`src/cpuPkg.sv`:
```
`default_nettype none

package cpuPkg;

    localparam int XLEN = 32;                 // Data and address width
    localparam int IMEM_WORDS = 256;
    localparam int DMEM_WORDS = 256;

    typedef logic [XLEN-1:0] word_t;
    typedef logic [4:0] regAddr_t;
    typedef logic [7:0] memAddr_t;            // Word index into either memory
    typedef logic [3:0] aluOp_t;
    typedef logic [6:0] opcode_t;
    typedef logic [1:0] bSel_t;
    typedef logic [1:0] immKind_t;

    // ALU operation codes
    localparam aluOp_t ALU_ADD  = 4'b0000;
    localparam aluOp_t ALU_SUB  = 4'b0001;
    localparam aluOp_t ALU_AND  = 4'b0010;
    localparam aluOp_t ALU_OR   = 4'b0011;
    localparam aluOp_t ALU_SLL  = 4'b0100;
    localparam aluOp_t ALU_SRL  = 4'b0101;
    localparam aluOp_t ALU_SRA  = 4'b0110;
    localparam aluOp_t ALU_SLT  = 4'b0111;
    localparam aluOp_t ALU_SLTU = 4'b1001;
    localparam aluOp_t ALU_XOR  = 4'b1101;

    // Major opcodes of the supported subset
    localparam opcode_t OP_REG   = 7'b0110011;
    localparam opcode_t OP_IMM   = 7'b0010011;
    localparam opcode_t OP_LOAD  = 7'b0000011;
    localparam opcode_t OP_STORE = 7'b0100011;
    localparam opcode_t OP_JAL   = 7'b1101111;

    localparam logic [6:0] F7_BASE = 7'b0000000;
    localparam logic [6:0] F7_ALT  = 7'b0100000;  // SUB and arithmetic shifts
    localparam logic [2:0] F3_WORD = 3'b010;      // Only word accesses

    // Second ALU operand
    localparam bSel_t B_REG  = 2'b00;
    localparam bSel_t B_IMM  = 2'b01;
    localparam bSel_t B_FOUR = 2'b10;

    // Immediate formats
    localparam immKind_t IMM_I = 2'b00;
    localparam immKind_t IMM_S = 2'b01;
    localparam immKind_t IMM_J = 2'b10;

    typedef enum logic [1:0] {
        STATE_IF,
        STATE_ID,
        STATE_EX,
        STATE_WB
    } ctrlState_t;

endpackage

`default_nettype wire
```
`src/regFile.sv`:
```
`timescale 1ns/1ps
`default_nettype none

module regFile (
    input  logic             clk,
    input  logic             rst,
    input  cpuPkg::regAddr_t rs1,
    input  cpuPkg::regAddr_t rs2,
    input  cpuPkg::regAddr_t rd,
    input  logic             we,
    input  cpuPkg::word_t    wd,
    output cpuPkg::word_t    rd1,
    output cpuPkg::word_t    rd2
);
    import cpuPkg::*;

    word_t regs [32];

    always_ff @(posedge clk) begin
        if (rst) begin
            for (int i = 0; i < 32; i++) begin
                regs[i] <= '0;
            end
        end else if (we && rd != '0) begin
            regs[rd] <= wd;
        end
    end

    // x0 is hardwired
    assign rd1 = (rs1 == '0) ? '0 : regs[rs1];
    assign rd2 = (rs2 == '0) ? '0 : regs[rs2];

endmodule

`default_nettype wire

```
`config.mk`:
```
export PLATFORM = sky130hd
export DESIGN_NAME = regFile
export DESIGN_NICKNAME = d
export VERILOG_FILES = /design/src/cpuPkg.sv /design/src/regFile.sv
export SDC_FILE = /design/constraint.sdc
export NUM_CORES = 2
export LEC_CHECK = 0
export BUFFER_PORTS_ARGS = -buffer_cell sky130_fd_sc_hd__buf_2
export CORE_ASPECT_RATIO = 0.8
export CORE_MARGIN = 2
export CORE_UTILIZATION = 55
export CTS_BUF_LIST = sky130_fd_sc_hd__clkbuf_16
export DETAILED_ROUTE_END_ITERATION = 8
export PLACE_DENSITY = 0.77
export SLEW_MARGIN = 20
export SYNTH_ARGS = -nofsm -noshare
export SYNTH_HDL_FRONTEND = slang
export SYNTH_SLANG_ARGS = --single-unit
```
`constraint.sdc`:
```
create_clock -name clk -period 7.1 [get_ports clk]
set_input_delay 1.42 -clock clk [delete_from_list [all_inputs] [get_ports clk]]
set_output_delay 1.42 -clock clk [all_outputs]
set_load 0.01 [all_outputs]
```
==> impl_metrics.ini <==
[outcome]
outcome = finished, final reports clean

[die]
die_area_um2 = 101200
die_w_um = 355.1
initial_core_util_pct = 55.25
fp.dieH_um = 284.9
core-area_um2 = 98200
num_rows = 103
io_pins = 114

[yosys]
avgSynthCellArea_um2 = 15.49
async_flop_share_pct = 0
synth_warnings = 0
syn_inst = 3502
yosysTopAreaCell = edfxtp_1
ys_ff_latch = 1024
yosys-top-cells-area = edfxtp_1 57%, mux4_2 20%, and2_1 11%, mux2i_1 2.8%, clkbuf_1 1.9%
synthMuxAreaShare_pct = 22.98
synth-xor-area-share_pct = 0
synth-edff-count = 1024
ys_types = 42
yosysTopAreaCellShare_pct = 56.68
synth_simple_gate_area_share_pct = 13.33
ys_seq_area_share_pct = 56.68
syn_area_um2 = 54250
synth_top_family_by_area = multiplexers
synth_top_flop_cell = edfxtp_1
yosys.area_share.adder_pct = 0
synthMostInstantiatedCell = edfxtp_1
synth_common_cells = 1024 x edfxtp_1, 995 x and2_1, 472 x mux4_2
synth_compound_area_share_pct = 3.651

[finish]
syn2layout_area_growth_pct = 9.084
largest_reg_flops = 1024
fin_cells = 4861
top_regs = regs x1024
drive_above_1_share_pct = 26.49
fin_nets = 3522
seq_area_um2 = 30750
fin_util_pct = 60.27
largest-register = regs
fill_cells = 7175
multiInputGateArea_um2 = 22020

[cts]
cts_buffers = 96
cts-root-buf = clkbuf_16
cts_resized = 0
tritoncts = done
cts.sinks = 1024
post_cts_buffers = 0
clock_path_buffers = 3
clkSlewWorstSetupHoldPaths_ns = 0.07
cts_hold_buf = 0
cts_max_level = 3

[sta]
timing.fmax_mhz = 159.5
max-slew-margin-rel_pct = 22.30
fin_crit_ns = 6.272
tightest_slew_ns = 1.165
period_share_pct = 88.33
hold_viol_final = 0
finalSetupViolations = 0
drv_slew = 0
final.setup.tns_ns = 0
rsz0062_at_grt = no

[setup_path]
path_class = in -> out
crit_fanout = 29
critPathLaunchType = input port
cpMostUsedCell = buf_2
slowest_stage = and2_2
worstPathArrival_ns = 4.85
path_cells = buf_2, and2_2, buf_12, a22o_1, a2111oi_1, nor3_1, buf_2
cp_top_family = simple AND/OR/NAND/NOR gates
critPathMaxStageDelay_ns = 0.96
path_buf_inv = 3
end_kind = primary output
required_ns = 5.68

[worst_hold_path]
min_path_type = in -> reg

[place]
portBuffers = 113
placed_cells = 4686
place_congestion = 0.9164
dp.final_hpwl_um = 102800

[run]
maxCapViolCount = 0

[global_route]
grt_usage_pct = 33.16
grt_start_max_net_pins = 70
grt-ovfl-total = 0
grt_pass1_wl_um = 239700
antenna_found_initial = 10
grt_pass1_vias = 34340

[drt]
drt-total-wl_um = 166900
drc = 0
drt-met1-wl_um = 60610
routed.top_layer = met5
wl_met2_um = 74370
vias = 34340
wl_met3_um = 24620
wl_per_cell_um = 34.33
drt_iter0_markers = 5882
via_per_inst = 7.064
firstDrtPassIters = 6
drtAntennaViolNets = 0

[power]
leakage_nw = 20.37
p_per_area_nw_per_um2 = 238.0
ir_drop_mv = 0.2195
-- area by class of cell --
type	instances	area share (%)
Antenna cell	4	0.01691
Clock buffer	101	4.271
Clock inverter	70	0.9746
Inverter	2	0.01268
Multi-Input combinational cell	2120	37.21
Sequential cell	1024	51.96
Tap cell	1312	2.774
Timing Repair Buffer	228	2.786
-- cells in the final DEF (no fill, tap or decap), types with 14 or more instances in the layout --
cell	instances
a22oi_1	16
buf_4	102
mux4_2	472
conb_1	32
buf_2	107
a2111oi_0	14
inv_1	20
mux2i_1	150
nor3_1	54
clkbuf_16	101
a22o_1	51
clkinv_2	14
nor2_2	15
edfxtp_1	1024
buf_12	14
clkinv_1	20
and2_1	994
a2111oi_1	41
or2_2	27
nor2_4	17
o22ai_1	103
mux2_2	30
-- path summary, 6_finish.rpt --
| path | start | to | slack (ns) | cells after the start |
|---|---|---|---|---|
| min | rst | regs[0][23]$_SDFFCE_PN0P_ | 1.31 | 2 |
| max | rs2[3] | rd2[15] | 0.83 | 7 |
-- per-layer routing --
| metal | up-vias | GRT usage (%) |
|---|---|---|
| met5 | - | 0 |
| met1 | 17460 | 46.59 |
| li1 | 13500 | - |
| met3 | 445 | 10.55 |
| met2 | 2916 | 48.61 |
| met4 | 16 | 13.03 |
-- through the flow --
stage               setup WS, ns  area (µm²)  total power (W)  hold slack (ns)
floorplan                  2.600       54370         0.008298            1.618
global placement           1.240       56050         0.008905            2.002
detailed placement         1.212       56050         0.008945            2.006
CTS                        1.196       59150          0.01405            1.270
global route              0.9810       59170          0.01440            1.292
finish                    0.8285       59180          0.01409            1.312
-- cells by family (layout without fill, tap and decap cells) --
kind of cell	Yosys count	in the layout
simple gates	1177	1177
flops	1024	1024
mux	652	652
buf+inv	389	401
compound gates	259	259
other cells	1	36
-- power by group --
| group | total [W] | internal, W | leakage, nW | switching (W) |
|---|---|---|---|---|
| sequential | 0.00718 | 0.00699 | 9.75 | 0.000188 |
| clock | 0.00521 | 0.00292 | 1.58 | 0.00229 |
| combinational | 0.00170 | 0.000714 | 9.04 | 0.000984 |
| total | 0.0141 | 0.0106 | 20.4 | 0.00347 |
Power figures use the tool's default switching activity.
