==> config.mk <==
export PLATFORM = sky130hd
export DESIGN_NAME = alu
export DESIGN_NICKNAME = d
export VERILOG_FILES = /design/src/cpuPkg.sv /design/src/alu.sv
export SDC_FILE = /design/constraint.sdc
export NUM_CORES = 1
export LEC_CHECK = 0
export BUFFER_PORTS_ARGS = -buffer_cell sky130_fd_sc_hd__buf_4
export CORE_AREA = 2 2 133 135
export DETAILED_ROUTE_END_ITERATION = 8
export DIE_AREA = 0 0 135 137
export GPL_TIMING_DRIVEN = 0
export PLACE_DENSITY = 0.74
export SLEW_MARGIN = 20
export SYNTH_ARGS = -nofsm -noshare
export SYNTH_HDL_FRONTEND = slang
export SYNTH_SLANG_ARGS = --single-unit
==> constraint.sdc <==
create_clock -name vclk -period 5.1
set_input_delay 1.02 -clock vclk [all_inputs]
set_output_delay 1.02 -clock vclk [all_outputs]
set_load 0.02 [all_outputs]
==> src/cpuPkg.sv <==
`default_nettype none

package cpuPkg;

    localparam int XLEN = 32;                 // Data and address width
    localparam int IMEM_WORDS = 256;
    localparam int DMEM_WORDS = 256;

    typedef logic [XLEN-1:0] word_t;
    typedef logic [4:0] regAddr_t;
    typedef logic [7:0] memAddr_t;            // Word index into either memory
    typedef logic [3:0] aluOp_t;
    typedef logic [6:0] opcode_t;
    typedef logic [1:0] bSel_t;
    typedef logic [1:0] immKind_t;

    // ALU operation codes
    localparam aluOp_t ALU_ADD  = 4'b0000;
    localparam aluOp_t ALU_SUB  = 4'b0001;
    localparam aluOp_t ALU_AND  = 4'b0010;
    localparam aluOp_t ALU_OR   = 4'b0011;
    localparam aluOp_t ALU_SLL  = 4'b0100;
    localparam aluOp_t ALU_SRL  = 4'b0101;
    localparam aluOp_t ALU_SRA  = 4'b0110;
    localparam aluOp_t ALU_SLT  = 4'b0111;
    localparam aluOp_t ALU_SLTU = 4'b1001;
    localparam aluOp_t ALU_XOR  = 4'b1101;

    // Major opcodes of the supported subset
    localparam opcode_t OP_REG   = 7'b0110011;
    localparam opcode_t OP_IMM   = 7'b0010011;
    localparam opcode_t OP_LOAD  = 7'b0000011;
    localparam opcode_t OP_STORE = 7'b0100011;
    localparam opcode_t OP_JAL   = 7'b1101111;

    localparam logic [6:0] F7_BASE = 7'b0000000;
    localparam logic [6:0] F7_ALT  = 7'b0100000;  // SUB and arithmetic shifts
    localparam logic [2:0] F3_WORD = 3'b010;      // Only word accesses

    // Second ALU operand
    localparam bSel_t B_REG  = 2'b00;
    localparam bSel_t B_IMM  = 2'b01;
    localparam bSel_t B_FOUR = 2'b10;

    // Immediate formats
    localparam immKind_t IMM_I = 2'b00;
    localparam immKind_t IMM_S = 2'b01;
    localparam immKind_t IMM_J = 2'b10;

    typedef enum logic [1:0] {
        STATE_IF,
        STATE_ID,
        STATE_EX,
        STATE_WB
    } ctrlState_t;

endpackage

`default_nettype wire
==> src/alu.sv <==
`timescale 1ns/1ps
`default_nettype none

module alu (
    input  cpuPkg::aluOp_t op,
    input  cpuPkg::word_t  a,
    input  cpuPkg::word_t  b,
    output cpuPkg::word_t  y
);
    import cpuPkg::*;

    logic [4:0] shamt;
    logic       ltSigned;
    logic       ltUnsigned;

    assign shamt      = b[4:0];
    assign ltSigned   = $signed(a) < $signed(b);
    assign ltUnsigned = a < b;

    always_comb begin
        case (op)
            ALU_ADD:  y = a + b;
            ALU_SUB:  y = a - b;
            ALU_AND:  y = a & b;
            ALU_OR:   y = a | b;
            ALU_XOR:  y = a ^ b;
            ALU_SLL:  y = a << shamt;
            ALU_SRL:  y = a >> shamt;
            ALU_SRA:  y = word_t'($signed(a) >>> shamt);  // Sign fill
            ALU_SLT:  y = {{(XLEN-1){1'b0}}, ltSigned};
            ALU_SLTU: y = {{(XLEN-1){1'b0}}, ltUnsigned};
            default:  y = '0;                             // Unknown code
        endcase
    end

endmodule

`default_nettype wire

==> impl_metrics.toml <==
[sta]
hold_slack_ns = 2.61
finalSetupTns_ns = 0
rsz0062_at_grt = "yes"
slew_headroom_pct = 34.7
hold_viol = 0
worst_slew_pin_slew_ns = 0.980
finalSetupViolCount = 0
slew_viol_final = 0
finalCritPeriodShare_pct = 99.8
timing.fmax_ghz = 0.196
finalWorstSetupSlack_ns = 0.00940
min_period_ns = 5.09

[global_routing]
grt_pass1_wl_mm = 66.9
grt_busiest_layer = "met2"
grt_usage_pct = 48.0
met3_usage_pct = 14.7
grt_antenna_before_repair = 2
grt_max_degree = 13
use_met2_pct = 72.5
grt_pass1_vias = 10800
overflow = 0
met1_usage_pct = 60.9

[detailed_routing]
routedWlPerCell_um = 28.5
totalWireLength_mm = 46.5
viasPerCell = 7.32
via_count = 11900
drc = 0
postRouteAntennaNets = 0
drt-pass1-iter-count = 6
first_iter_violations = 1714

[cells_and_area]
drive_above_1_share_pct = 22.8
n_fill_cell = 1620
area_growth_pct = 22.0
seq_cell_count = 0
n_clock_buffer = 0
layout_common_cells = "nor2_1 (135), buf_4 (134), nand2_1 (125)"
ff_latch_area_um2 = 0
fin_nets = 1573
stdcell_area_um2 = 10700
final_common_cell = "nor2_1"
multi_input_area_um2 = 8310

[synthesis]
ys_seq_area_share_pct = 0
avgSynthCellArea_um2 = 6.88
ys_types = 90
ys_warn_count = 0
syn_nets = 1438
syn_area_um2 = 8730
netlist_instances = 1269

[worst_setup_path]
worstSetupPathType = "in2out"
critPathMostFrequentCell = "buf_12"
crit_chain = "buf_12 -> buf_12 -> inv_6 -> buf_8 -> buf_12 -> buf_12 -> ha_4 -> nand2b_1 -> o211ai_1 -> buf_4 -> a2111oi_4 -> o21ai_4 -> o211ai_4 -> nand2_4 -> a221o_1 -> a221o_1 -> buf_6"
worstPathRequired_ns = 4.08
critPathMaxStageDelay_ns = 0.43
path_buf_inv = 8
cpMaxStageDelayCell = "a2111oi_4"
crit_fanout = 8
crit_family = "compound AO/OA/AOI/OAI gates"
crit_path_end_kind = "primary output"
crit_arrival_ns = 4.07
start_kind = "primary input"

[die]
start_util_pct = 51.2
die_w_um = 135
pin_count = 100
die_area_um2 = 18500
rows = 48
core_um2 = 17100
die_h_um = 137

[placement]
dp_hpwl_mm = 35.6
dp_worst_setup_slack_ns = -1.14
dpl_cell_area_um2 = 9810
portBuffers = 100
place.gp.congestion = 1.12

[worst_hold_path]
hold_path.class = "in2out"
hp-start = "b[22]"
holdPathStages = 5
holdPathEnd = "y[22]"

[run]
cap_violations = 0

[status]
status = "finished clean"
-- cells in the mapped netlist, types with 9 or more instances --
library cell | instances | area, um^2
nor2_1 | 138 | 518
nand2_1 | 125 | 469
a21oi_1 | 113 | 566
ha_1 | 99 | 1240
inv_1 | 95 | 357
o21ai_0 | 80 | 400
clkbuf_1 | 60 | 225
mux2i_1 | 48 | 480
mux4_2 | 33 | 743
a211oi_1 | 32 | 240
buf_2 | 25 | 125
nand3_1 | 24 | 120
o22ai_1 | 23 | 144
nor3_1 | 20 | 100
o21bai_1 | 20 | 150
a221oi_1 | 19 | 166
o211ai_1 | 19 | 143
a21o_1 | 18 | 135
nand2b_1 | 16 | 100
mux2_2 | 14 | 158
a221o_1 | 12 | 120
nor2b_1 | 12 | 75.1
o221ai_1 | 12 | 105
a31oi_1 | 10 | 62.6
o2111ai_1 | 10 | 87.6
o31ai_1 | 10 | 75.1
a211o_1 | 9 | 78.8
-- per-stage QoR --
stage	util (%)	std cells
4_1_cts	60.6	1620
6_report	62.5	1629
5_1_grt	62.4	1627
3_5_place_dp	57.5	1595
3_3_place_gp	57.4	1594
2_1_floorplan	-	1269
-- per-layer routing --
metal  vias up  part of all wire, %
met5         -                    0
met4         0                  7.9
met3       272                   15
met2      1082                   41
met1      5518                   36
li1       5051                    -
-- what timing repair did --
action / CTS / global route
gates resized for setup: 76 / 72
pin swaps: 16 / 29
buffers inserted: 29 / 10
setup endpoints to repair: 30 / 26
hold buffers: 0 / 0
cloned: 1 / 0
-- tightest hold or removal path, cell delays in order --
cell and delay, ns:
buf_4 0.08, ha_1 0.20, a21oi_1 0.09, nand3_1 0.07
buf_4 0.13
-- cells by family (layout without fill, tap and decap cells) --
logic type / Yosys count / after routing / share of synthesized area (%)
simple gates: 393 / 393 / 20.6
fa+ha+maj: 101 / 101 / 14.7
xor+xnor: 5 / 5 / 0.502
buf+inv: 194 / 327 / 9.27
other cells: 0 / 2 / 0
mux: 100 / 100 / 16.9
compound gates: 476 / 476 / 38.0
-- worst max path at each step --
stage,startpoint,depth (start not counted),to,slack (ns)
after floorplan,b[2],16,y[26],-0.0008
after global placement,b[3],16,y[19],-1.15
after detailed placement,b[3],15,y[23],-1.14
after CTS,b[4],15,y[27],0.005
after global routing,b[4],16,y[19],-0.05
final,b[2],17,y[23],0.009
-- cell type report --
| class | count | area share (%) |
|---|---|---|
| inverter | 96 | 3.59 |
| antenna | 2 | 0.0470 |
| multi-input combinational | 1075 | 78.0 |
| tap | 225 | 2.64 |
| buffer | 91 | 5.49 |
| timing repair buffer | 140 | 10.2 |
