`config.mk`:
```
export PLATFORM = sky130hd
export DESIGN_NAME = controlUnit
export DESIGN_NICKNAME = d
export VERILOG_FILES = /design/src/cpuPkg.sv /design/src/controlUnit.sv
export SDC_FILE = /design/constraint.sdc
export NUM_CORES = 1
export LEC_CHECK = 0
export BUFFER_PORTS_ARGS = -buffer_cell sky130_fd_sc_hd__buf_2
export CORE_MARGIN = 10
export CORE_UTILIZATION = 25
export CTS_BUF_LIST = sky130_fd_sc_hd__clkbuf_8 sky130_fd_sc_hd__clkbuf_16
export DETAILED_ROUTE_END_ITERATION = 10
export PLACE_DENSITY = 0.48
export SLEW_MARGIN = 20
export SYNTH_ARGS = -nofsm -noshare
export SYNTH_HDL_FRONTEND = slang
export SYNTH_SLANG_ARGS = --single-unit
export TNS_END_PERCENT = 1
```
`constraint.sdc`:
```
create_clock -name clk -period 3.1 [get_ports clk]
set_input_delay 0.31 -clock clk [delete_from_list [all_inputs] [get_ports clk]]
set_output_delay 0.31 -clock clk [all_outputs]
set_load 0.02 [all_outputs]
```
`src/cpuPkg.sv`:
```
`default_nettype none

package cpuPkg;

    localparam int XLEN = 32;                 // Data and address width
    localparam int IMEM_WORDS = 256;
    localparam int DMEM_WORDS = 256;

    typedef logic [XLEN-1:0] word_t;
    typedef logic [4:0] regAddr_t;
    typedef logic [7:0] memAddr_t;            // Word index into either memory
    typedef logic [3:0] aluOp_t;
    typedef logic [6:0] opcode_t;
    typedef logic [1:0] bSel_t;
    typedef logic [1:0] immKind_t;

    // ALU operation codes
    localparam aluOp_t ALU_ADD  = 4'b0000;
    localparam aluOp_t ALU_SUB  = 4'b0001;
    localparam aluOp_t ALU_AND  = 4'b0010;
    localparam aluOp_t ALU_OR   = 4'b0011;
    localparam aluOp_t ALU_SLL  = 4'b0100;
    localparam aluOp_t ALU_SRL  = 4'b0101;
    localparam aluOp_t ALU_SRA  = 4'b0110;
    localparam aluOp_t ALU_SLT  = 4'b0111;
    localparam aluOp_t ALU_SLTU = 4'b1001;
    localparam aluOp_t ALU_XOR  = 4'b1101;

    // Major opcodes of the supported subset
    localparam opcode_t OP_REG   = 7'b0110011;
    localparam opcode_t OP_IMM   = 7'b0010011;
    localparam opcode_t OP_LOAD  = 7'b0000011;
    localparam opcode_t OP_STORE = 7'b0100011;
    localparam opcode_t OP_JAL   = 7'b1101111;

    localparam logic [6:0] F7_BASE = 7'b0000000;
    localparam logic [6:0] F7_ALT  = 7'b0100000;  // SUB and arithmetic shifts
    localparam logic [2:0] F3_WORD = 3'b010;      // Only word accesses

    // Second ALU operand
    localparam bSel_t B_REG  = 2'b00;
    localparam bSel_t B_IMM  = 2'b01;
    localparam bSel_t B_FOUR = 2'b10;

    // Immediate formats
    localparam immKind_t IMM_I = 2'b00;
    localparam immKind_t IMM_S = 2'b01;
    localparam immKind_t IMM_J = 2'b10;

    typedef enum logic [1:0] {
        STATE_IF,
        STATE_ID,
        STATE_EX,
        STATE_WB
    } ctrlState_t;

endpackage

`default_nettype wire
```
`src/controlUnit.sv`:
```
`timescale 1ns/1ps
`default_nettype none

module controlUnit (
    input  logic              clk,
    input  logic              rst,
    input  logic              run,
    input  cpuPkg::word_t     instr,
    output cpuPkg::word_t     ir,
    output logic              aSel,
    output cpuPkg::bSel_t     bSel,
    output cpuPkg::immKind_t  immKind,
    output cpuPkg::aluOp_t    aluOp,
    output logic              regWrite,
    output logic              memWrite,
    output logic              pcWrite,
    output logic              jump,
    output logic              wbFromMem,
    output logic              retire
);
    import cpuPkg::*;

    ctrlState_t state;
    opcode_t    opcode;
    logic [2:0] funct3;
    logic [6:0] funct7;
    regAddr_t   rdField;
    logic       legal;
    logic       wbEn;                     // Instruction writes rd
    logic       stEn;                     // Instruction writes data memory
    logic       inWb;

    assign opcode  = ir[6:0];
    assign funct3  = ir[14:12];
    assign funct7  = ir[31:25];
    assign rdField = ir[11:7];

    // Sequencer, parks in IF while run is low
    always_ff @(posedge clk) begin
        if (rst) begin
            state <= STATE_IF;
        end else begin
            case (state)
                STATE_IF: state <= run ? STATE_ID : STATE_IF;
                STATE_ID: state <= STATE_EX;
                STATE_EX: state <= STATE_WB;
                default:  state <= STATE_IF;
            endcase
        end
    end

    // Instruction register
    always_ff @(posedge clk) begin
        if (rst) begin
            ir <= '0;
        end else if (state == STATE_IF && run) begin
            ir <= instr;
        end
    end

    // Decoder, anything not matched retires as a no-op
    always_comb begin
        aSel      = 1'b1;                 // rs1
        bSel      = B_REG;
        immKind   = IMM_I;
        aluOp     = ALU_ADD;
        legal     = 1'b1;
        wbEn      = 1'b0;
        stEn      = 1'b0;
        jump      = 1'b0;
        wbFromMem = 1'b0;
        case (opcode)
            OP_REG: begin
                case ({funct7, funct3})
                    {F7_BASE, 3'b000}: aluOp = ALU_ADD;
                    {F7_ALT,  3'b000}: aluOp = ALU_SUB;
                    {F7_BASE, 3'b111}: aluOp = ALU_AND;
                    {F7_BASE, 3'b110}: aluOp = ALU_OR;
                    {F7_BASE, 3'b100}: aluOp = ALU_XOR;
                    {F7_BASE, 3'b010}: aluOp = ALU_SLT;
                    {F7_BASE, 3'b011}: aluOp = ALU_SLTU;
                    {F7_BASE, 3'b001}: aluOp = ALU_SLL;
                    {F7_BASE, 3'b101}: aluOp = ALU_SRL;
                    {F7_ALT,  3'b101}: aluOp = ALU_SRA;
                    default:           legal = 1'b0;
                endcase
                wbEn = legal;
            end
            OP_IMM: begin
                bSel = B_IMM;
                case (funct3)
                    3'b000: aluOp = ALU_ADD;
                    3'b111: aluOp = ALU_AND;
                    3'b110: aluOp = ALU_OR;
                    3'b100: aluOp = ALU_XOR;
                    3'b010: aluOp = ALU_SLT;
                    3'b011: aluOp = ALU_SLTU;
                    3'b001: begin
                        aluOp = ALU_SLL;
                        legal = (funct7 == F7_BASE);
                    end
                    default: begin            // 101 is SRLI or SRAI
                        aluOp = (funct7 == F7_ALT) ? ALU_SRA : ALU_SRL;
                        legal = (funct7 == F7_BASE) || (funct7 == F7_ALT);
                    end
                endcase
                wbEn = legal;
            end
            OP_LOAD: begin
                bSel      = B_IMM;
                wbEn      = (funct3 == F3_WORD);
                wbFromMem = 1'b1;
            end
            OP_STORE: begin
                bSel    = B_IMM;
                immKind = IMM_S;
                stEn    = (funct3 == F3_WORD);
            end
            OP_JAL: begin
                aSel    = 1'b0;               // ALU forms pc + 4 for the link
                bSel    = B_FOUR;
                immKind = IMM_J;
                wbEn    = 1'b1;
                jump    = 1'b1;
            end
            default: legal = 1'b0;
        endcase
    end

    // Strobes only in WB
    assign inWb     = (state == STATE_WB);
    assign regWrite = inWb && wbEn && (rdField != '0);  // x0 writes dropped here
    assign memWrite = inWb && stEn;
    assign pcWrite  = inWb;
    assign retire   = inWb;

endmodule

`default_nettype wire

```
==> summary.txt, run 1 <==
Status
  – Status: completed

Die
  – Die Width: 99.1 um
  – Core footprint: 5990 um2
  – Die height: 99.1 um
  – Num rows: 28
  – Die area: 9820 um2
  – Ports: 82
  – Effective utilization at floorplan: 26.1%

Timing
  – Final TNS setup: 0 ns
  – Setup-failing EPs final: 0
  – Worst-margin pin slew: 0.689 ns
  – RSZ-0062 raised after global routing: no
  – Crit share post-route: 75.1%
  – Period minus WS final: 2.33 ns
  – Worst Skew: 0.00876 ns
  – Hold Fails Final Rpt: 0
  – Fmax: 0.429 GHz
  – Final Max Tran Viols: 0
  – Slew HR: 54.0%

Critical path
  – Worst Path Arrival: 2.02 ns
  – Crit start category: flop
  – WS Path Type: reg -> out
  – Worst EP required: 2.79 ns
  – Critical path capture point type: output port
  – Crit path max fanout: 4

Place
  – Routability Congestion: 0.756
  – Number of port buffers: 81
  – Dpl cell area: 1990 um2
  – HPWL Detailed: 4010 um

Synthesis
  – Seq/Total Area, Yosys: 43.5%
  – Post-synthesis register bit count: 34
  – Average size of a mapped cell: 7.24 um2
  – Top cell type's share of synthesized area: 43.5%
  – Synth top area cells: dfxtp_1, nand2_1, a21oi_1
  – Yosys top cell by area: dfxtp_1
  – Mapped Cells: 216
  – Mapped Area: 1560 um2
  – Yosys cell types: 34
  – Syn nets: 253
  – Synthesis Warnings: 0

GRT
  – First-pass GRT wire length: 8180 um
  – Remaining global-route overflow: 0
  – Number of global-route vias before repair: 1,675
  – GRT Total Usage: 10.0%
  – Largest net degree at the start of global routing: 35
  – Initial antenna violation count: 0

Drt
  – Vias: 1,647
  – DR WL/cell: 14.4 um
  – DRT iter0 DRCs: 65
  – WL final: 5220 um
  – Pre-antenna DRT Iters: 4
  – Final ANT Viol Nets: 0
  – DRC: 0
  – Via density: 4.54

CTS
  – Clock tree buffer depth: 2
  – CTS Buf Count: 5
  – Hold buffers post-CTS: 0
  – Htree depth: 2
  – Sink Count: 34
  – CTS tree: built
  – Post-CTS sizing: 0
  – Worst skew pair latency: 0.28 ns
  – Setup bufs post-CTS: 0
  – Root Buffer: clkbuf_8
  – Reg clk slew, reported paths: 0.07 ns

Pwr
  – Power per Cell Area: 601 nW/um2
  – Leak: 0.981 nW
  – VDD IR max: 0.245 mV

Job
  – Number of max-cap violations: 0

Final layout
  – Most frequent cells in the layout: buf_2, nand2_1, a21oi_1
  – N_diodes: 0
  – Commonest non-fill, non-tap cell in the layout: buf_2
  – Area growth syn-to-layout: 33.4%
  – Layout cells sized above 1: 31.9%
  – Final Util: 34.8%
  – # nets final: 324
  – Final-layout fill cell count: 676
  – Finished layout cell area: 2090 um2

Min path
  – Hold Crit Class: in -> reg
==> registers in the layout, summed over array words and instances, names as in the netlist <==
name and flops:
ir 32, state 2
==> metal layers <==
metal	global-route usage (%)	up-vias	wire length, um
li1	-	855	-
met1	11.5	731	2340
met2	15.8	56	2310
met3	5.05	5	539
met4	3.31	0	37
met5	0	-	0
==> kinds of logic (layout without fill, tap and decap cells) <==
| group | after synthesis | in the layout | share of synthesized area, % |
|---|---|---|---|
| and+or+nand+nor | 104 | 104 | 29.0 |
| DFF | 34 | 34 | 43.5 |
| muxes | 1 | 1 | 0.640 |
| buffers and inverters | 24 | 96 | 6.56 |
| xor gates and xnor gates | 1 | 1 | 0.560 |
| AOI/OAI and AO/OA | 50 | 50 | 18.2 |
| adders and majority gates | 2 | 2 | 1.60 |
==> final cells by class <==
type | instances | area, um2 | area share (%)
Clock buffer | 6 | 82.6 | 3.96
Clock inverter | 2 | 8.76 | 0.420
Inverter | 5 | 18.8 | 0.900
Multi-Input combinational cell | 158 | 781 | 37.4
Sequential cell | 34 | 681 | 32.6
Tap cell | 75 | 93.8 | 4.50
Timing Repair Buffer | 83 | 420 | 20.2
==> through the flow <==
stage | total power, mW | hold slack (ns) | worst slack, ns | cells
floorplan | 0.807 | 0.446 | 0.993 | 216
detailed placement | 0.947 | 0.446 | 1.07 | 355
CTS | 1.28 | 0.249 | 0.756 | 363
global placement | 0.944 | 0.441 | 1.10 | 355
global route | 1.34 | 0.253 | 0.616 | 363
finish | 1.25 | 0.256 | 0.771 | 363
==> synthesized netlist by cell type <==
cell type and n:
a211o_1 2, a21o_1 2, a21oi_1 36, a22oi_1 1, a31o_2 1, a31oi_1 2
a41oi_1 1, and2_1 3, and3_1 1, buf_1 1, buf_2 1, buf_4 3
clkbuf_1 14, dfxtp_1 34, ha_1 2, inv_1 5, mux2i_1 1, nand2_1 68
nand2b_1 3, nand3_1 4, nand4_1 1, nor2_1 12, nor2b_1 2, nor3_1 2
nor3b_1 1, nor4_1 1, nor4_2 1, o21ai_0 2, o22ai_1 1, o2bb2ai_1 1
o32ai_1 1, or3_1 3, or4_1 2, xnor2_1 1
==> path summary, 6_finish.rpt <==
check	startpoint	to	slack [ns]	depth (start not counted)
setup / recovery	ir[31]	regWrite	0.77	5
hold / removal	instr[10]	ir[10]	0.26	3
setup reg to reg	state[1]	ir[0]	1.37	6
hold reg to reg	ir[17]	ir[17]	0.45	2
==> worst max-delay path, stage by stage, from the launching register on <==
cell	delay, ns
dfxtp_1	0.32
nor4_2	0.45
nand4_1	0.26
a211o_1	0.32
a31oi_1	0.19
buf_2	0.20
==> report_power, final <==
group,switching [mW],leakage [nW],internal [mW]
clock network,0.152,0.0524,0.176
logic,0.242,0.650,0.131
registers,0.0581,0.279,0.494
total,0.452,0.981,0.801
No activity file was read; power rests on OpenSTA's default activity.
==> inputs of run 2 (changes only) <==
- clock period: 3.1 -> 2.18 ns (I/O delays scaled with it)
==> run 2 against run 1 <==
Effect of this change: combinational power up 53%; hold slack got worse by 0.084 ns; power grew 46%; non-clock buffer count rose by 4; cell area up 3.8%; count of clock-buffer cells in the layout unchanged; die area unchanged; sequential share of layout area shrank 1.1 points; critical endpoint is now aluOp[3]; wire length increased by 0.57%; register-to-register slack lost 0.71 ns.
==> summary.txt, run 2 (synthesis gave the netlist of run 1 again) <==
Critical path
  – Critical-path cell list: nor4_4, nand4_1, or3_4, a21oi_2, buf_6 (was nor4_2, nand4_1, a211o_1, a31oi_1, buf_2)
  – CP endpoint: aluOp[3] (was regWrite)
  – WS Path Type: reg -> out (unchanged)
  – Worst r2r src: state[1] (unchanged)
  – CP peak stage delay: 0.42 ns (was 0.45 ns)
  – Worst EP required: 1.96 ns (was 2.79 ns)
  – Crit start category: flop (unchanged)
  – Flop-to-flop setup slack: 0.66 ns (was 1.37 ns)
  – Critical path capture point type: output port (unchanged)
  – Critical path origin: ir[27] (was ir[31])
  – Slowest cell on crit path: or3_4 (was nor4_2)
  – Crit path max fanout: 4 (unchanged)
  – Number of buffers and inverters on the critical path: 1 (unchanged)
  – Worst R2R Path Depth: 6 (unchanged)
  – CP top delay family: simple AND/OR/NAND/NOR gates (unchanged)
  – Worst reg2reg path endpoint: ir[27] (was ir[0])
  – Levels on crit path: 5 (unchanged)
  – Worst Path Arrival: 1.87 ns (was 2.02 ns)

Place
  – HPWL Detailed: 3950 um (was 4010 um)
  – Number of port buffers: 81 (unchanged)
  – Routability Congestion: 0.791 (was 0.756)
  – Placed cell count: 358 (was 355)

Timing
  – Hold Fails Final Rpt: 0 (unchanged)
  – Final Max Tran Viols: 0 (unchanged)
  – Worst-margin pin slew: 0.669 ns (was 0.689 ns)
  – Min Hold Slack: 0.172 ns (was 0.256 ns)
  – Slew HR: 55.4% (was 54.0%)
  – RSZ-0062 raised after global routing: yes (was no)
  – Fmax: 0.480 GHz
  – Setup-failing EPs final: 0 (unchanged)
  – Crit share post-route: 95.6%
  – Period minus WS final: 2.08 ns
  – Worst Skew: 0.00305 ns (was 0.00876 ns)

CTS
  – Hold buffers post-CTS: 0 (unchanged)
  – CTS tree: built (unchanged)
  – CTS Buf Count: 5 (unchanged)
  – Worst skew pair latency: 0.28 ns (about the same)
  – Reg clk slew, reported paths: 0.07 ns (about the same)
  – Root Buffer: clkbuf_8 (unchanged)
  – Clock tree buffer depth: 2 (unchanged)
  – Sink Count: 34 (unchanged)
  – Htree depth: 2 (unchanged)

GRT
  – Remaining global-route overflow: 0 (unchanged)
  – Number of global-route vias before repair: 1,652 (was 1,675)
  – GRT Total Usage: 10.2% (was 10.0%)
  – GRT busiest layer: met2 (unchanged)
  – First-pass GRT wire length: 8320 um (was 8180 um)
  – GRT met2 Usage: 16.0% (was 15.8%)
  – Largest net degree at the start of global routing: 35 (unchanged)
  – Met3 usage: 5.12% (was 5.05%)
  – Met1 Use GR: 11.9% (was 11.5%)
  – Initial antenna violation count: 0 (unchanged)

Final layout
  – Multi-input gate area: 818 um2 (was 781 um2)
  – Commonest non-fill, non-tap cell in the layout: buf_2 (unchanged)
  – Top Registers: ir: 32 flops, state: 2 flops (unchanged)
  – FF+latch area: 682 um2 (was 681 um2)
  – Final-layout fill cell count: 676 (unchanged)
  – Layout cells sized above 1: 35.3% (was 31.9%)
  – Most frequent cells in the layout: buf_2, nand2_1, a21oi_1 (unchanged)
  – # nets final: 328 (was 324)
  – Largest register FFs: 32 (unchanged)
  – Top reg by flops: ir (unchanged)
  – Finished Layout Cells: 367 (was 363)
  – Area growth syn-to-layout: 38.5% (was 33.4%)
  – N_diodes: 0 (unchanged)

Pwr
  – PnR Total Power: 1.83 mW (was 1.25 mW)
  – Gate power share: 31.2% (was 29.7%)
  – Net Sw Frac: 36.3% (was 36.1%)
  – Seq pwr share: 43.0% (was 44.1%)
  – VDD IR max: 0.356 mV (was 0.245 mV)
  – Internal power: 1.17 mW (was 801 uW)
  – Leak: 1.01 nW (was 0.981 nW)
  – Clk pwr share: 25.8% (was 26.2%)
  – Switching power: 665 uW (was 452 uW)
  – Power per Cell Area: 846 nW/um2 (was 601 nW/um2)

Die
  – Die area: 9820 um2 (unchanged)
  – Core footprint: 5990 um2 (unchanged)
  – Die height: 99.1 um (unchanged)
  – Effective utilization at floorplan: 26.1% (unchanged)
  – Num rows: 28 (unchanged)
  – Die Width: 99.1 um (unchanged)
  – Ports: 82 (unchanged)

Drt
  – Via density: 4.55 (was 4.54)
  – DRT iter0 DRCs: 40 (was 65)
  – WL final: 5250 um (was 5220 um)
  – Pre-antenna DRT Iters: 4 (unchanged)
  – DRC: 0 (unchanged)
  – Vias: 1,669 (was 1,647)
  – DR WL/cell: 14.3 um (was 14.4 um)
  – Final ANT Viol Nets: 0 (unchanged)

Job
  – Number of max-cap violations: 0 (unchanged)

Status
  – Status: completed (unchanged)

Min path
  – Hold Crit Class: in -> reg (unchanged)
run 2: stage by stage:
stage | util [%] | worst slack, ns | area (um2) | TNS [ns]
after floorplan | - | 0.165 | 1560 | 0
after global placement | 33.7 | 0.253 | 2020 | 0
after detailed placement | 33.7 | 0.194 | 2020 | 0
after CTS | 35.4 | 0.00575 | 2120 | 0
after global routing | 36.2 | -0.0401 | 2170 | -0.0408
final | 36.2 | 0.0969 | 2170 | 0
run 2: area by class of cell:
type,instances,area share (%)
multi-input cells,158,37.8
flip-flops and latches,34,31.5
repair buffers,87,21.3
well taps,75,4.33
clock buffers,6,3.81
inverters,5,0.867
clock inverters,2,0.404
run 2: worst reg2reg max path: stages, from the launching register on:
cell	delay, ns
dfxtp_1	0.34
inv_1	0.06
ha_1	0.16
and2_1	0.42
buf_4	0.28
nand2_1	0.07
a21oi_1	0.12
run 2: worst min path at each step:
stage / start / endpoint / cells after the start
2_1_floorplan: instr[15] / ir[15] / 2
3_3_place_gp: ir[23] / ir[23] / 2
3_5_place_dp: ir[23] / ir[23] / 2
4_1_cts: instr[21] / ir[21] / 3
5_1_grt: instr[31] / ir[31] / 3
6_report: instr[27] / ir[27] / 3
run 2: timing repair:
| action | in CTS | in global routing |
|---|---|---|
| setup endpoints to repair | 3 | 3 |
| pin swaps | 0 | 7 |
| resized for setup | 2 | 10 |
| buffers inserted | 0 | 1 |
run 2: per-layer routing:
| layer | routed length [um] | vias to the layer above | part of all wire (%) |
|---|---|---|---|
| li1 | - | 864 | - |
| met1 | 2350 | 743 | 45 |
| met2 | 2310 | 60 | 44 |
| met3 | 553 | 2 | 11 |
| met4 | 29 | 0 | 0.55 |
| met5 | 0 | - | 0 |
run 2: power by group through the flow:
stage | clock network [mW] | registers, mW | logic (mW)
finish | 0.473 | 0.787 | 0.571
global route | 0.526 | 0.804 | 0.639
CTS | 0.496 | 0.784 | 0.568
detailed placement | 0 | 0.793 | 0.562
global placement | 0 | 0.791 | 0.565
floorplan | 0 | 0.858 | 0.290
==> inputs of run 3 (changes only) <==
- ABC_AREA: default -> 1
- PLACE_DENSITY: 0.48 -> 0.47
==> run 3 against run 2 <==
Effect of this change: core utilization fell by 2.2 points; sequential share of layout area shrank 1.9 points; combinational power is 16% higher; synthesized area increased by 11%; synthesized cell count is 19% higher; setup slack better by 0.12 ns; wire length up 8.3%; maximum frequency grew 6.0%; critical endpoint is now aluOp[1].
==> summary.txt, run 3 <==
Min path
  – Hold Crit Class: in -> reg (unchanged)
  – Hold Startpoint: rst (was instr[27])
  – Worst Hold Path EP: state[1] (was ir[27])
  – Hold Path Stages: 2 (was 3)

GRT
  – Met3 usage: 4.98% (was 5.12%)
  – Number of global-route vias before repair: 1,831 (was 1,652)
  – Remaining global-route overflow: 0 (unchanged)
  – Largest net degree at the start of global routing: 29 (was 35)
  – GRT busiest layer: met2 (unchanged)
  – Initial antenna violation count: 0 (unchanged)
  – GRT Total Usage: 10.6% (was 10.2%)
  – First-pass GRT wire length: 8970 um (was 8320 um)
  – Met1 Use GR: 12.9% (was 11.9%)
  – GRT met2 Usage: 16.4% (was 16.0%)

Timing
  – Setup-failing EPs final: 0 (unchanged)
  – Fmax: 0.509 GHz (was 0.480 GHz)
  – Crit share post-route: 90.2% (was 95.6%)
  – Slew HR: 53.3% (was 55.4%)
  – Final TNS setup: 0 ns (unchanged)
  – Worst Skew: 0.00690 ns (was 0.00305 ns)
  – RSZ-0062 raised after global routing: no (was yes)
  – Hold Fails Final Rpt: 0 (unchanged)
  – Period minus WS final: 1.97 ns (was 2.08 ns)
  – Worst-margin pin slew: 0.700 ns (was 0.669 ns)
  – Final Max Tran Viols: 0 (unchanged)

Die
  – Core footprint: 6760 um2 (was 5990 um2)
  – Die Width: 103 um (was 99.1 um)
  – Ports: 82 (unchanged)
  – Die area: 10,700 um2 (was 9820 um2)
  – Num rows: 30 (was 28)
  – Die height: 103 um (was 99.1 um)
  – Effective utilization at floorplan: 25.7% (was 26.1%)

Final layout
  – Largest register FFs: 32 (unchanged)
  – Top reg by flops: ir (unchanged)
  – Layout cells sized above 1: 32.2% (was 35.3%)
  – Finished Layout Cells: 415 (was 367)
  – Area growth syn-to-layout: 32.2% (was 38.5%)
  – Most frequent cells in the layout: buf_2, nor2_1, o21ai_0 (was buf_2, nand2_1, a21oi_1)
  – N_diodes: 0 (unchanged)
  – Final-layout fill cell count: 770 (was 676)
  – FF+latch area: 681 um2 (was 682 um2)
  – # nets final: 372 (was 328)
  – Commonest non-fill, non-tap cell in the layout: buf_2 (unchanged)
  – Top Registers: ir: 32 flops, state: 2 flops (unchanged)
  – Multi-input gate area: 871 um2 (was 818 um2)

CTS
  – CTS Buf Count: 5 (unchanged)
  – Reg clk slew, reported paths: 0.07 ns (about the same)
  – Hold buffers post-CTS: 0 (unchanged)
  – Post-CTS sizing: 0 (was 2)
  – Clock tree buffer depth: 2 (unchanged)
  – Sink Count: 34 (unchanged)
  – Setup bufs post-CTS: 0 (unchanged)
  – Htree depth: 2 (unchanged)
  – Root Buffer: clkbuf_8 (unchanged)
  – CTS tree: built (unchanged)
  – Worst skew pair latency: 0.28 ns (about the same)

Place
  – Routability Congestion: 0.831 (was 0.791)
  – HPWL Detailed: 4580 um (was 3950 um)
  – Placed cell count: 408 (was 358)
  – Number of port buffers: 81 (unchanged)

Critical path
  – Critical path capture point type: output port (unchanged)
  – Worst EP required: 1.96 ns (about the same)
  – Flop-to-flop setup slack: 0.76 ns (was 0.66 ns)
  – Worst reg2reg path endpoint: ir[23] (was ir[27])
  – Critical path origin: ir[14] (was ir[27])
  – Worst R2R Path Depth: 6 (unchanged)
  – WS Path Type: reg -> out (unchanged)
  – Worst Path Arrival: 1.75 ns (was 1.87 ns)
  – Worst r2r src: state[1] (unchanged)
  – Crit path max fanout: 9 (was 4)
  – Crit start category: flop (unchanged)

Synthesis
  – Asr flop ratio synth: 0% (unchanged)
  – Top cell type's share of synthesized area: 39.2% (was 43.5%)
  – Average size of a mapped cell: 6.74 um2 (was 7.24 um2)
  – Mapped Cells: 258 (was 216)
  – Syn nets: 295 (was 253)
  – Synthesis Warnings: 0 (unchanged)
  – Top_reg_cell synth: dfxtp_1 (unchanged)
  – Number of synthesized flops with an enable pin: 0 (unchanged)
  – Mapped Area: 1740 um2 (was 1560 um2)
  – Yosys cell types: 26 (was 34)
  – Post-synthesis register bit count: 34 (unchanged)
  – Commonest cells in the netlist: nor2_1, o21ai_0, dfxtp_1 (was nand2_1, a21oi_1, dfxtp_1)
  – Seq/Total Area, Yosys: 39.2% (was 43.5%)
  – Most common cell in the netlist: nor2_1 (was nand2_1)
  – Yosys top cell by area: dfxtp_1 (unchanged)
  – Synth top area cells: dfxtp_1, nor2_1, o21ai_0 (was dfxtp_1, nand2_1, a21oi_1)

Drt
  – WL final: 5680 um (was 5250 um)
  – Pre-antenna DRT Iters: 4 (unchanged)
  – Vias: 1,842 (was 1,669)
  – Final ANT Viol Nets: 0 (unchanged)
  – DRT iter0 DRCs: 49 (was 40)
  – Via density: 4.44 (was 4.55)
  – DRC: 0 (unchanged)
  – DR WL/cell: 13.7 um (was 14.3 um)

Pwr
  – Power per Cell Area: 898 nW/um2 (was 846 nW/um2)
  – Leak: 1.21 nW (was 1.01 nW)
  – VDD IR max: 0.389 mV (was 0.356 mV)

Status
  – Status: completed (unchanged)

Job
  – Number of max-cap violations: 0 (unchanged)
[run 3: changes by cell type after synthesis, moves of 3 or more]
| cell | change |
|---|---|
| nand3_1 | +9 |
| nand2b_1 | -3 |
| clkbuf_1 | -7 |
| or3_1 | -3 |
| inv_2 | +4 |
| nand2_2 | +3 |
| nor2_2 | +3 |
| inv_1 | +19 |
| nand2_1 | -36 |
| o21ai_0 | +33 |
| and2_1 | -3 |
| a21oi_1 | -20 |
| nor2_1 | +50 |
[run 3: per-stage QoR]
| step | cell area, um2 | total power, mW | hold WS [ns] | utilization, % | setup WS (ns) |
|---|---|---|---|---|---|
| detailed placement | 2180 | 1.50 | 0.390 | 32.3 | 0.518 |
| global route | 2300 | 2.21 | 0.0884 | 34.0 | 0.0276 |
| CTS | 2300 | 2.10 | 0.0838 | 34.0 | 0.194 |
| finish | 2300 | 2.06 | 0.0946 | 34.0 | 0.214 |
| floorplan | 1740 | 1.28 | 0.289 | - | 0.434 |
| global placement | 2180 | 1.50 | 0.393 | 32.3 | 0.553 |
[run 3: where the power goes]
part	leakage [nW]	switching, mW	internal (mW)
Combinational	0.876	0.444	0.220
Clock	0.0573	0.223	0.366
Sequential	0.282	0.0909	0.721
[run 3: kinds of logic after synthesis]
logic type               after synthesis  synth area share [%]
AND/OR/NAND/NOR                      125                  32.1
buffers and inverters                 42                  10.7
AO/OA/AOI/OAI                         55                  16.6
flip-flops                            34                  39.2
adder cells (fa/ha/maj)                2                  1.44
[run 3: worst max-delay path by stage]
| stage | endpoint | slack [ns] | depth (start not counted) |
|---|---|---|---|
| after floorplan | regWrite | 0.43 | 6 |
| after global placement | aluOp[2] | 0.55 | 9 |
| after detailed placement | aluOp[1] | 0.52 | 7 |
| after CTS | aluOp[1] | 0.19 | 7 |
| after global routing | aluOp[0] | 0.03 | 9 |
| final | aluOp[1] | 0.21 | 7 |
[run 3: cell type report]
type | instances | area share [%]
Clock buffer | 6 | 3.59
Clock inverter | 1 | 1.31
Inverter | 28 | 4.58
Multi-Input combinational cell | 182 | 37.9
Sequential cell | 34 | 29.6
Tap cell | 80 | 4.36
Timing Repair Buffer | 84 | 18.6
[run 3: worst max-delay path, stage by stage, from the launching register on]
cell and delay, ns:
dfxtp_1 0.53, nand2_2 0.12, nor2_2 0.12, nand3_2 0.13, o211ai_1 0.24, nand2_1 0.10, o21ai_2 0.06, buf_2 0.17
[run 3: layer usage]
layer	wire [um]	vias to the layer above
met5	0	-
met4	42	0
met3	613	5
met2	2440	59
met1	2590	802
li1	-	976
